<file path="src/policer_regs_pkg.sv">
// ======================================================================
// Wishbone register map, register-select enum and counter width.
// ======================================================================

package policer_regs_pkg;

    // Word address width of the configuration slave.
    localparam int adr_w = 4;

    // Dropped and passed packet counters, also the bus data width.
    localparam int cnt_w = 32;

    // ==================================================================
    // Address map
    // ==================================================================

    // One word per port, bit 0 is the enable.
    localparam logic [adr_w-1:0] enable_base = 4'd0;

    // One word per port, drain amount per cycle.
    localparam logic [adr_w-1:0] decrement_base = 4'd4;

    // One word per port, bucket depth threshold.
    localparam logic [adr_w-1:0] threshold_base = 4'd8;

    // Read-only packet counters.
    localparam logic [adr_w-1:0] drop_cnt_adr = 4'd12;
    localparam logic [adr_w-1:0] pass_cnt_adr = 4'd13;

    // ==================================================================
    // Register groups
    // ==================================================================

    typedef enum logic [2:0] {
        reg_enable,
        reg_decrement,
        reg_threshold,
        reg_drop_cnt,
        reg_pass_cnt,
        reg_none        // Unmapped, reads back zero.
    } reg_sel_t;

endpackage

</file>
<file path="src/policer_pkg.sv">
// ======================================================================
// Stream widths, port count, bucket widths and packet-tracking states.
// ======================================================================

package policer_pkg;

    // ==================================================================
    // Ports and stream widths
    // ==================================================================

    // Ingress ports, each with its own leaky bucket.
    localparam int num_ports = 4;

    // Bits needed to carry a port number.
    localparam int port_w = 2;

    // One beat of the packet stream.
    localparam int data_w = 32;

    // ==================================================================
    // Bucket arithmetic
    // ==================================================================

    // Shared by byte length, bucket level, drain amount and threshold.
    localparam int len_w = 16;

    // ==================================================================
    // Packet tracking
    // ==================================================================

    // Tells a packet's first beat apart from its body beats.
    typedef enum logic {
        pkt_idle,   // Next accepted beat opens a packet.
        pkt_body    // Inside a packet, waiting for the last beat.
    } pkt_state_t;

endpackage
</file>
<file path="src/policer_top.sv">
// ======================================================================
// Ingress policing stage: config slave, policer and drop filter.
// ======================================================================

`timescale 1ns/10ps

module policer_top
    import policer_pkg::*;
    import policer_regs_pkg::*;
(
    input  logic               packet_in,
    input  logic               rst_n,

    // Input stream.
    input  logic               in_valid,
    output logic               in_ready,
    input  logic [data_w-1:0]  in_data,
    input  logic               in_last,
    input  logic [port_w-1:0]  in_port,
    input  logic [len_w-1:0]   in_length,

    // Output stream.
    output logic               out_valid,
    input  logic               out_ready,
    output logic [data_w-1:0]  out_data,
    output logic               out_last,
    output logic [port_w-1:0]  out_port,

    // Wishbone classic slave.
    input  logic               wb_cyc,
    input  logic               wb_stb,
    input  logic               wb_we,
    input  logic [adr_w-1:0]   wb_adr,
    input  logic [cnt_w-1:0]   wb_wdata,
    output logic [cnt_w-1:0]   wb_rdata,
    output logic               wb_ack
);

    logic [num_ports-1:0]       cfg_enable;
    logic [num_ports*len_w-1:0] cfg_decrement;
    logic [num_ports*len_w-1:0] cfg_threshold;

    logic                       pol_valid;
    logic                       pol_ready;
    logic [data_w-1:0]          pol_data;
    logic                       pol_last;
    logic [port_w-1:0]          pol_port;
    logic                       pol_mark;

    logic [cnt_w-1:0]           drop_cnt;
    logic [cnt_w-1:0]           pass_cnt;

    policer_csr u_csr (
        .packet_in, .rst_n,
        .wb_cyc, .wb_stb, .wb_we, .wb_adr, .wb_wdata, .wb_rdata, .wb_ack,
        .drop_cnt, .pass_cnt,
        .cfg_enable, .cfg_decrement, .cfg_threshold
    );

    ingress_policer u_policer (
        .packet_in, .rst_n,
        .cfg_enable, .cfg_decrement, .cfg_threshold,
        .in_valid, .in_ready, .in_data, .in_last, .in_port, .in_length,
        .pol_valid, .pol_ready, .pol_data, .pol_last, .pol_port, .pol_mark
    );

    drop_filter u_filter (
        .packet_in, .rst_n,
        .pol_valid, .pol_ready, .pol_data, .pol_last, .pol_port, .pol_mark,
        .out_valid, .out_ready, .out_data, .out_last, .out_port,
        .drop_cnt, .pass_cnt
    );

endmodule

</file>
<file path="src/drop_filter.sv">
// ======================================================================
// Discards marked packets and counts dropped and passed packets.
// ======================================================================

`timescale 1ns/10ps

module drop_filter
    import policer_pkg::*;
    import policer_regs_pkg::*;
(
    input  logic               packet_in,
    input  logic               rst_n,

    input  logic               pol_valid,
    output logic               pol_ready,
    input  logic [data_w-1:0]  pol_data,
    input  logic               pol_last,
    input  logic [port_w-1:0]  pol_port,
    input  logic               pol_mark,

    output logic               out_valid,
    input  logic               out_ready,
    output logic [data_w-1:0]  out_data,
    output logic               out_last,
    output logic [port_w-1:0]  out_port,

    output logic [cnt_w-1:0]   drop_cnt,
    output logic [cnt_w-1:0]   pass_cnt
);

    logic pkt_done;

    // ==================================================================
    // Data path
    // ==================================================================

    // Marked beats are swallowed at once.
    assign out_valid = pol_valid && !pol_mark;
    assign pol_ready = pol_mark ? 1'b1 : out_ready;

    assign out_data  = pol_data;
    assign out_last  = pol_last;
    assign out_port  = pol_port;

    // ==================================================================
    // Packet counters
    // ==================================================================

    assign pkt_done = pol_valid && pol_ready && pol_last;

    always_ff @(posedge packet_in) begin
        if (!rst_n) begin
            drop_cnt <= '0;
            pass_cnt <= '0;
        end else if (pkt_done) begin
            if (pol_mark) begin
                drop_cnt <= drop_cnt + 1'b1;
            end else begin
                pass_cnt <= pass_cnt + 1'b1;
            end
        end
    end

    // Mark is stamped on every beat, so a marked packet stays hidden.
    a_marked_hidden: assert property (@(posedge packet_in) disable iff (!rst_n)
        pol_valid && pol_ready && pol_mark && !pol_last |=> !out_valid);

endmodule

</file>
<file path="src/ingress_policer.sv">
// ======================================================================
// Per-port leaky-bucket meters and the marking register slice.
// ======================================================================

`timescale 1ns/10ps

module ingress_policer
    import policer_pkg::*;
(
    input  logic                       packet_in,
    input  logic                       rst_n,

    input  logic [num_ports-1:0]       cfg_enable,
    input  logic [num_ports*len_w-1:0] cfg_decrement,
    input  logic [num_ports*len_w-1:0] cfg_threshold,

    input  logic                       in_valid,
    output logic                       in_ready,
    input  logic [data_w-1:0]          in_data,
    input  logic                       in_last,
    input  logic [port_w-1:0]          in_port,
    input  logic [len_w-1:0]           in_length,

    output logic                       pol_valid,
    input  logic                       pol_ready,
    output logic [data_w-1:0]          pol_data,
    output logic                       pol_last,
    output logic [port_w-1:0]          pol_port,
    output logic                       pol_mark
);

    pkt_state_t        pkt_state;
    logic              init_done;       // Holds off the source for one cycle after reset.
    logic              in_accept;
    logic              first_beat;

    logic [len_w-1:0]  level      [num_ports];
    logic [len_w-1:0]  level_next [num_ports];
    logic [len_w:0]    pkt_sum;         // One extra bit, no wrap.
    logic [len_w-1:0]  sel_thr;
    logic              over;
    logic              mark_now;

    logic [port_w-1:0] hold_port;
    logic              hold_mark;

    // Saturating drain of a level.
    function automatic logic [len_w-1:0] sat_sub(input logic [len_w:0]   a,
                                                 input logic [len_w-1:0] b);
        if (a > {1'b0, b}) begin
            return len_w'(a - {1'b0, b});
        end
        return '0;
    endfunction

    // ==================================================================
    // Handshake and packet tracking
    // ==================================================================

    assign in_ready   = init_done && (!pol_valid || pol_ready);
    assign in_accept  = in_valid && in_ready;
    assign first_beat = in_accept && (pkt_state == pkt_idle);

    always_ff @(posedge packet_in) begin
        if (!rst_n) begin
            init_done <= 1'b0;
            pkt_state <= pkt_idle;
        end else begin
            init_done <= 1'b1;
            if (in_accept) begin
                pkt_state <= in_last ? pkt_idle : pkt_body;
            end
        end
    end

    // ==================================================================
    // Leaky buckets
    // ==================================================================

    assign sel_thr  = cfg_threshold[in_port*len_w +: len_w];
    assign pkt_sum  = {1'b0, level[in_port]} + {1'b0, in_length};
    assign over     = pkt_sum > {1'b0, sel_thr};
    assign mark_now = cfg_enable[in_port] && over;     // Disabled ports never mark.

    always_comb begin
        for (int p = 0; p < num_ports; p++) begin
            if (!cfg_enable[p]) begin
                level_next[p] = '0;
            end else if (first_beat && (in_port == port_w'(p)) && !over) begin
                level_next[p] = sat_sub(pkt_sum, cfg_decrement[p*len_w +: len_w]);
            end else begin
                // Idle or marked. Drain only.
                level_next[p] = sat_sub({1'b0, level[p]}, cfg_decrement[p*len_w +: len_w]);
            end
        end
    end

    always_ff @(posedge packet_in) begin
        if (!rst_n) begin
            for (int p = 0; p < num_ports; p++) begin
                level[p] <= '0;
            end
        end else begin
            level <= level_next;
        end
    end

    // ==================================================================
    // Output register slice
    // ==================================================================

    // Port and decision of the current packet.
    always_ff @(posedge packet_in) begin
        if (first_beat) begin
            hold_port <= in_port;
            hold_mark <= mark_now;
        end
    end

    always_ff @(posedge packet_in) begin
        if (!rst_n) begin
            pol_valid <= 1'b0;
        end else if (in_ready) begin
            pol_valid <= in_valid;
        end
    end

    always_ff @(posedge packet_in) begin
        if (in_accept) begin
            pol_data <= in_data;
            pol_last <= in_last;
            pol_port <= first_beat ? in_port : hold_port;
            pol_mark <= first_beat ? mark_now : hold_mark;
        end
    end

    a_stall_stable: assert property (@(posedge packet_in) disable iff (!rst_n)
        pol_valid && !pol_ready |=>
            pol_valid && $stable({pol_data, pol_last, pol_port, pol_mark}));

endmodule

</file>
<file path="src/policer_csr.sv">
// ======================================================================
// Wishbone classic slave for per-port policer config and counters.
// ======================================================================

`timescale 1ns/10ps

module policer_csr
    import policer_pkg::*;
    import policer_regs_pkg::*;
(
    input  logic                       packet_in,
    input  logic                       rst_n,

    input  logic                       wb_cyc,
    input  logic                       wb_stb,
    input  logic                       wb_we,
    input  logic [adr_w-1:0]           wb_adr,
    input  logic [cnt_w-1:0]           wb_wdata,
    output logic [cnt_w-1:0]           wb_rdata,
    output logic                       wb_ack,

    input  logic [cnt_w-1:0]           drop_cnt,
    input  logic [cnt_w-1:0]           pass_cnt,

    output logic [num_ports-1:0]       cfg_enable,
    output logic [num_ports*len_w-1:0] cfg_decrement,
    output logic [num_ports*len_w-1:0] cfg_threshold
);

    reg_sel_t          reg_sel;
    logic [port_w-1:0] port_idx;
    logic              bus_req;     // New request, not yet acknowledged.
    logic [cnt_w-1:0]  rdata_next;

    // ==================================================================
    // Address decode
    // ==================================================================

    always_comb begin
        reg_sel  = reg_none;
        port_idx = '0;
        if (wb_adr < decrement_base) begin
            reg_sel  = reg_enable;
            port_idx = port_w'(wb_adr - enable_base);
        end else if (wb_adr < threshold_base) begin
            reg_sel  = reg_decrement;
            port_idx = port_w'(wb_adr - decrement_base);
        end else if (wb_adr < drop_cnt_adr) begin
            reg_sel  = reg_threshold;
            port_idx = port_w'(wb_adr - threshold_base);
        end else if (wb_adr == drop_cnt_adr) begin
            reg_sel = reg_drop_cnt;
        end else if (wb_adr == pass_cnt_adr) begin
            reg_sel = reg_pass_cnt;
        end
    end

    assign bus_req = wb_cyc && wb_stb && !wb_ack;

    // Single-cycle ack, one cycle after the strobe.
    always_ff @(posedge packet_in) begin
        if (!rst_n) begin
            wb_ack <= 1'b0;
        end else begin
            wb_ack <= bus_req;
        end
    end

    // ==================================================================
    // Configuration storage
    // ==================================================================

    always_ff @(posedge packet_in) begin
        if (!rst_n) begin
            cfg_enable    <= '0;
            cfg_decrement <= '0;
            cfg_threshold <= '0;
        end else if (bus_req && wb_we) begin
            case (reg_sel)
                reg_enable:    cfg_enable[port_idx] <= wb_wdata[0];
                reg_decrement: cfg_decrement[port_idx*len_w +: len_w] <= wb_wdata[len_w-1:0];
                reg_threshold: cfg_threshold[port_idx*len_w +: len_w] <= wb_wdata[len_w-1:0];
                default: ;  // Counters are read only.
            endcase
        end
    end

    // Read mux.
    always_comb begin
        case (reg_sel)
            reg_enable:    rdata_next = cnt_w'(cfg_enable[port_idx]);
            reg_decrement: rdata_next = cnt_w'(cfg_decrement[port_idx*len_w +: len_w]);
            reg_threshold: rdata_next = cnt_w'(cfg_threshold[port_idx*len_w +: len_w]);
            reg_drop_cnt:  rdata_next = drop_cnt;
            reg_pass_cnt:  rdata_next = pass_cnt;
            default:       rdata_next = '0;
        endcase
    end

    always_ff @(posedge packet_in) begin
        if (bus_req && !wb_we) begin
            wb_rdata <= rdata_next;     // Valid with wb_ack.
        end
    end

    // ==================================================================
    // Bus protocol checks
    // ==================================================================

    a_ack_one_cycle: assert property (@(posedge packet_in) disable iff (!rst_n)
        wb_ack |=> !wb_ack);

    a_ack_after_stb: assert property (@(posedge packet_in) disable iff (!rst_n)
        wb_ack |-> $past(wb_cyc && wb_stb));

endmodule

</file>
<file path="config.mk">
export PLATFORM = sky130hd
export DESIGN_NAME = policer_top
export DESIGN_NICKNAME = d
export VERILOG_FILES = /design/src/policer_regs_pkg.sv /design/src/policer_pkg.sv /design/src/policer_top.sv /design/src/drop_filter.sv /design/src/ingress_policer.sv /design/src/policer_csr.sv
export SDC_FILE = /design/constraint.sdc
export NUM_CORES = 1
export LEC_CHECK = 0
export BUFFER_PORTS_ARGS = -buffer_cell sky130_fd_sc_hd__buf_2
export CAP_MARGIN = 15
export CORE_UTILIZATION = 60
export DETAILED_ROUTE_END_ITERATION = 8
export GPL_ROUTABILITY_DRIVEN = 0
export PLACE_DENSITY_LB_ADDON = 0.25
export SLEW_MARGIN = 0
export SYNTH_ARGS = -nofsm -noshare
export SYNTH_HDL_FRONTEND = slang
export SYNTH_HIERARCHICAL = 1
export SYNTH_SLANG_ARGS = --single-unit
</file>
<file path="constraint.sdc">
create_clock -name packet_in -period 17.5 [get_ports packet_in]
set_input_delay 2.625 -clock packet_in [delete_from_list [all_inputs] [get_ports packet_in]]
set_output_delay 2.625 -clock packet_in [all_outputs]
set_load 0.05 [all_outputs]
</file>
==> metrics.cfg, run 1 <==
[run_status]
run_status = finished, final reports clean

[pwr]
ir_drop_mv = 0.0742
p_per_area_nw_per_um2 = 71.6
cellLeakagePower_uw = 0.00959

[clock_tree]
cts_buffers = 39
clkLatencyLatePin_ns = 0.59
clkSinkCount = 335
cts_tree = yes
cts_buffer_depth = 3
h-tree-depth = 2
cts_resized = 0
root_buffer = clkbuf_16
post-cts-setup-buffer-count = 0
ctsHoldBuffers = 0
clk_pin_slew_ns = 0.06

[global_routing]
grt_max_degree = 107
grt_use_total_pct = 36.2
grt_pass1_vias = 19900
grt_pass1_wl_um = 110000
antenna_found_initial = 3
grt_overflow = 0

[layout]
final_common_cell = dfxtp_1
syn2layout_area_growth_pct = 8.03
num-fill-cells = 3066
fin_util_pct = 66.2
multi_input_area_um2 = 14400
seqCellArea_um2 = 7390
final_nets = 2971
drive_above_1_share_pct = 12.8
final_cell_mix = dfxtp_1 (267), nand2_1 (263), nand3_1 (223)

[critical_path]
startpoint_type = input port
cpLargestDelayFamily = compound AO/OA/AOI/OAI gates
arrival_ns = 9.57
cp_slowest_stage_delay_ns = 0.89
cp_common_cell = ha_1
critPathKind = in2reg
worstPathRequired_ns = 17.96
cp_num_buf_inv = 2
cp-end-kind = register
startpoint = in_port[1]
r2r_cells = 18
reg2reg_from = u_policer/level[49]$_SDFF_PN0_
cp_cell_sequence = buf_2 > buf_4 > mux4_2 > ha_1 > fa_1 > a211oi_2 > o211ai_2 > a41oi_2 > o21ai_0 > xor2_1 > ha_1 > a2111oi_0 > a31oi_1 > a211oi_4 > nand4_1 > o32ai_1
reg2reg_slack_ns = 10.64
r2r-end = u_policer/level[12]$_SDFF_PN0_
worstPathMaxFanout = 36
crit_slowest_cell = xor2_1

[placed_design]
place.detailed.hpwl_um = 52700
io_buffer_count = 147

[min_path]
holdPathEnd = u_policer/hold_port[1]$_DFF_P_
hold_depth = 1
hp-start = u_policer/hold_port[1]$_DFF_P_
holdCritPathClass = reg2reg

[flow_run]
drv_cap = 0

[yosys]
synth_seq_cells = 335
async_flop_share_pct = 0
seq_area_frac_synth_pct = 31.8
synth_area_um2 = 23300
netlist.area_leader.share_pct = 23.0
synth_edf_count = 68
synth_top_flop_cell = dfxtp_1
ys_top_cells_by_area = dfxtp_1 (23%), ha_1 (9.3%), edfxtp_1 (8.8%)
syn-num-nets = 2932
syn_area_per_cell_um2 = 8.76
netlist_instances = 2656
ys_types = 95
yosysWarningCount = 6
yosysTopAreaCell = dfxtp_1

[timing]
tns_ns = 0
finalCritPeriodShare_pct = 52.1
max_freq_mhz = 110
rsz0062_at_grt = no
finalClockSkew_ns = 0.0253
hold_viol_final = 0
tightest_slew_ns = 1.30
setup_violations = 0
max-slew-margin-rel_pct = 12.5
finalHoldWorstSlack_ns = 0.455
min_period_ns = 9.11
drv_slew = 0

[floorplanning]
die_h_um = 199
initial_core_util_pct = 61.3
dieArea_um2 = 39600
die_x_um = 199
rows = 71
ios = 164
core_um2 = 37900

[routing]
drtIter0Drc = 2482
vias = 21100
vias_per_cell = 6.52
wire_per_inst_um = 22.3
drc = 0
postRouteWirelength_um = 72100
antenna_left = 0
drt_pass1_iterations = 8

## registers in the layout, summed over array words and instances (netlist names)
name,flops
u_csr/cfg_decrement,64
u_csr/cfg_enable,4
u_csr/cfg_threshold,64
u_csr/wb_ack,1
u_csr/wb_rdata,32
u_filter/drop_cnt,32
u_filter/pass_cnt,32
u_policer/hold_mark,1
u_policer/hold_port,2
u_policer/init_done,1
u_policer/level,64
u_policer/pkt_state,1
u_policer/pol_data,32
u_policer/pol_last,1
u_policer/pol_mark,1
u_policer/pol_port,2
u_policer/pol_valid,1
## cell families (layout without fill, tap and decap cells)
| logic type | Yosys count | count (layout) | synth area share (%) |
|---|---|---|---|
| xor+xnor | 147 | 147 | 5.54 |
| fa+ha+maj | 183 | 183 | 10.1 |
| flops | 335 | 335 | 31.8 |
| other cells | 0 | 3 | 0 |
| simple gates | 935 | 935 | 20.7 |
| compound gates | 634 | 634 | 18.8 |
| mux | 106 | 106 | 6.51 |
| buf+inv | 316 | 386 | 6.51 |
## final cells by class
cell class / instances / area share [%]
Tap cell: 511 / 2.54
Sequential cell: 335 / 29.4
Inverter: 139 / 2.08
Clock inverter: 17 / 0.543
Antenna cell: 3 / 0.0299
Timing Repair Buffer: 175 / 3.78
Clock buffer: 55 / 4.36
Multi-Input combinational cell: 2005 / 57.3
## layer usage
metal / track usage (%) / vias to the layer above / routed length, um / part of all wire [%]
li1: - / 9699 / - / -
met5: 0 / - / 0 / 0
met3: 7.17 / 258 / 7370 / 10
met2: 57.6 / 1115 / 31700 / 44
met4: 25.8 / 0 / 5740 / 8.0
met1: 43.8 / 10000 / 27300 / 38
## where the power goes
part	switching, uW	internal (uW)
clock	348	444
combinational	140	69.0
sequential	2.83	796
total	491	1310
## worst reg2reg max path, cell delays in order, from the launching register on
cell and delay, ns:
dfxtp_1 0.38, mux4_2 0.53, ha_1 0.29, a21o_1 0.10
a21o_1 0.15, a21oi_1 0.09, o21ai_0 0.32, a21oi_1 0.16
nand2_1 0.10, a21oi_1 0.08, xnor2_1 1.01, ha_1 0.42
a21oi_1 0.15, nand2_1 0.06, a2111oi_0 0.54, a31oi_1 0.33
a211oi_4 0.70, nand4_1 0.82, o32ai_1 0.53
## Yosys cell counts, types with 14 or more instances
cell type,n
o211ai_1,31
ha_1,173
xnor2_1,109
a21boi_0,18
o21a_1,30
nand2b_1,23
nor2b_1,27
and3_1,43
edfxtp_1,68
and2_1,66
or3_1,15
mux2_2,32
nand3_1,223
mux4_2,33
clkbuf_1,54
or2_2,14
buf_4,50
o21ai_0,83
buf_2,60
nor2_1,110
a211oi_1,26
a21boi_1,121
nor3_1,32
dfxtp_1,267
o31ai_1,15
nand2_1,263
o22ai_1,23
a21o_1,32
xor2_1,38
nand4_1,56
a21oi_1,139
inv_1,137
mux2i_1,41
## metrics by stage
stage / std cells / cell area (um^2) / total power (uW) / setup WS, ns
final: 3240 / 25100 / 1800 / 8.39
after detailed placement: 3164 / 23900 / 1020 / 8.19
after global placement: 3164 / 23900 / 1010 / 8.24
after floorplan: 2656 / 23300 / 968 / 9.41
after global routing: 3240 / 25100 / 1850 / 8.37
after CTS: 3236 / 25100 / 1800 / 8.73
## worst max-delay path by stage
stage | cells after the start | end
after detailed placement | 16 | u_policer/level[12]$_SDFF_PN0_
after global placement | 16 | u_policer/level[12]$_SDFF_PN0_
after global routing | 16 | u_policer/level[25]$_SDFF_PN0_
final | 16 | u_policer/level[12]$_SDFF_PN0_
after floorplan | 19 | u_policer/level[48]$_SDFF_PN0_
after CTS | 16 | u_policer/level[12]$_SDFF_PN0_
Note: power is estimated with default switching activity, not from simulation.
==> inputs of run 2 (changes only) <==
==> constraint.sdc (replaced) <==
create_clock -name packet_in -period 9.45 [get_ports packet_in]
set_input_delay 1.4175 -clock packet_in [delete_from_list [all_inputs] [get_ports packet_in]]
set_output_delay 1.4175 -clock packet_in [all_outputs]
set_load 0.05 [all_outputs]
==> metrics.cfg, run 2 (synthesized netlist as in run 1, its figures left out) <==
[layout]
syn2layout_area_growth_pct = 8.08  ; about the same
top_regs = u_csr/cfg_decrement (64), u_csr/cfg_threshold (64), u_policer/level (64)
fin_util_pct = 66.3  ; about the same
final_cell_mix = dfxtp_1 (267), nand2_1 (263), nand3_1 (223)
final_common_cell = dfxtp_1
drive_above_1_share_pct = 12.8  ; -0.050 points
final_nets = 2968  ; -0.10%

[timing]
setup_violations = 0  ; unchanged
max-slew-margin-rel_pct = 10.1  ; -2.4 points
finalCritPeriodShare_pct = 79.8
finalClockSkew_ns = 0.0233  ; -0.00200 ns
max_freq_mhz = 133
hold_viol_final = 0  ; unchanged
rsz0062_at_grt = no
tns_ns = 0  ; unchanged
min_period_ns = 7.54
drv_slew = 0  ; unchanged
tightest_slew_ns = 1.34  ; +0.0351 ns

[global_routing]
grt_pass1_wl_um = 111000  ; +1.3%
grt_max_degree = 111  ; +3.7%
grt_pass1_vias = 19700  ; -0.92%
grt_overflow = 0  ; unchanged
grt_use_total_pct = 36.7  ; +0.48 points
antenna_found_initial = 3  ; unchanged

[routing]
antenna_left = 0  ; unchanged
drtIter0Drc = 2265  ; -8.7%
drc = 0  ; unchanged
wire_per_inst_um = 22.6  ; +1.6%
vias = 21100  ; +0.024%
drt_pass1_iterations = 6  ; -2
vias_per_cell = 6.53  ; +0.21%
postRouteWirelength_um = 73200  ; +1.5%

[clock_tree]
clkLatencyLatePin_ns = 0.56  ; -0.03 ns
cts_resized = 0  ; unchanged
h-tree-depth = 2  ; unchanged
root_buffer = clkbuf_16
ctsHoldBuffers = 0  ; unchanged
cts_buffer_depth = 3  ; unchanged
cts_tree = yes
post-cts-setup-buffer-count = 0  ; unchanged
cts_buffers = 38  ; -2.6%
clkSinkCount = 335  ; unchanged
clk_pin_slew_ns = 0.07  ; about the same

[min_path]
holdCritPathClass = reg2reg

[critical_path]
worstPathRequired_ns = 9.89  ; -8.07 ns
critPathKind = in2reg
worstPathMaxFanout = 22  ; -39%
cp-end-kind = register
arrival_ns = 7.98  ; -1.59 ns
startpoint_type = input port

[floorplanning]
ios = 164  ; unchanged
initial_core_util_pct = 61.3  ; unchanged
die_h_um = 199  ; unchanged
rows = 71  ; unchanged
dieArea_um2 = 39600  ; unchanged
die_x_um = 199  ; unchanged
core_um2 = 37900  ; unchanged

[run_status]
run_status = finished, final reports clean

[flow_run]
drv_cap = 0  ; unchanged

[pwr]
cellLeakagePower_uw = 0.00960  ; +0.15%
ir_drop_mv = 0.0999  ; +35%
p_per_area_nw_per_um2 = 134  ; +87%
power_uw = 3360  ; +87%

[placed_design]
io_buffer_count = 147  ; unchanged
place.detailed.hpwl_um = 53200  ; +0.92%

[run 2: critical path, stage by stage]
cell	delay, ns
buf_2	0.49
mux4_2	0.63
ha_1	0.30
a21o_1	0.10
a21o_1	0.14
a21oi_1	0.08
o21ai_0	0.29
a21oi_1	0.15
nand2_1	0.09
a21oi_1	0.08
xnor2_1	0.90
ha_1	0.41
a21oi_1	0.15
nand2_1	0.06
a2111oi_0	0.42
a31oi_1	0.29
a211oi_4	0.62
nand4_1	0.81
o32ai_1	0.51
[run 2: where the power goes]
part	internal [uW]	switching, uW	total, uW
clock	879	619	1500
sequential	1470	5.37	1480
combinational	127	260	387
[run 2: metal layers]
metal | vias up | global-route usage, % | part of all wire (%)
li1 | 9671 | - | -
met1 | 9979 | 45.1 | 38
met2 | 1202 | 56.2 | 43
met3 | 266 | 8.60 | 11
met4 | 2 | 26.8 | 8.0
met5 | - | 0 | 0.023
[run 2: path summary, 6_finish.rpt]
kind	startpoint	to	slack (ns)	cells after the start
worst min register to register	u_policer/hold_port[1]$_DFF_P_	u_policer/hold_port[1]$_DFF_P_	0.45	1
worst max register to register	u_policer/level[49]$_SDFF_PN0_	u_policer/level[12]$_SDFF_PN0_	3.00	18
worst min-delay path	u_policer/hold_port[1]$_DFF_P_	u_policer/hold_port[1]$_DFF_P_	0.45	1
worst max-delay path	in_port[0]	u_policer/level[12]$_SDFF_PN0_	1.91	19
[run 2: final cells by class]
class                   count  area (um^2)
clock buffers              55         1120
fillers                  3088        12800
repair buffers            173          941
clock inverters            14          140
diodes                      2         5.00
flip-flops and latches    335         7390
inverters                 139          522
multi-input cells        2005        14400
well taps                 511          639
[run 2: metrics by stage]
step / area [um^2] / cells / setup slack, ns / hold slack, ns
2_1_floorplan: 23300 / 2656 / 2.56 / 0.419
3_3_place_gp: 23900 / 3161 / 1.58 / 0.434
3_5_place_dp: 23900 / 3161 / 1.55 / 0.443
4_1_cts: 25100 / 3230 / 2.07 / 0.459
5_1_grt: 25100 / 3234 / 1.70 / 0.476
6_report: 25100 / 3234 / 1.91 / 0.454
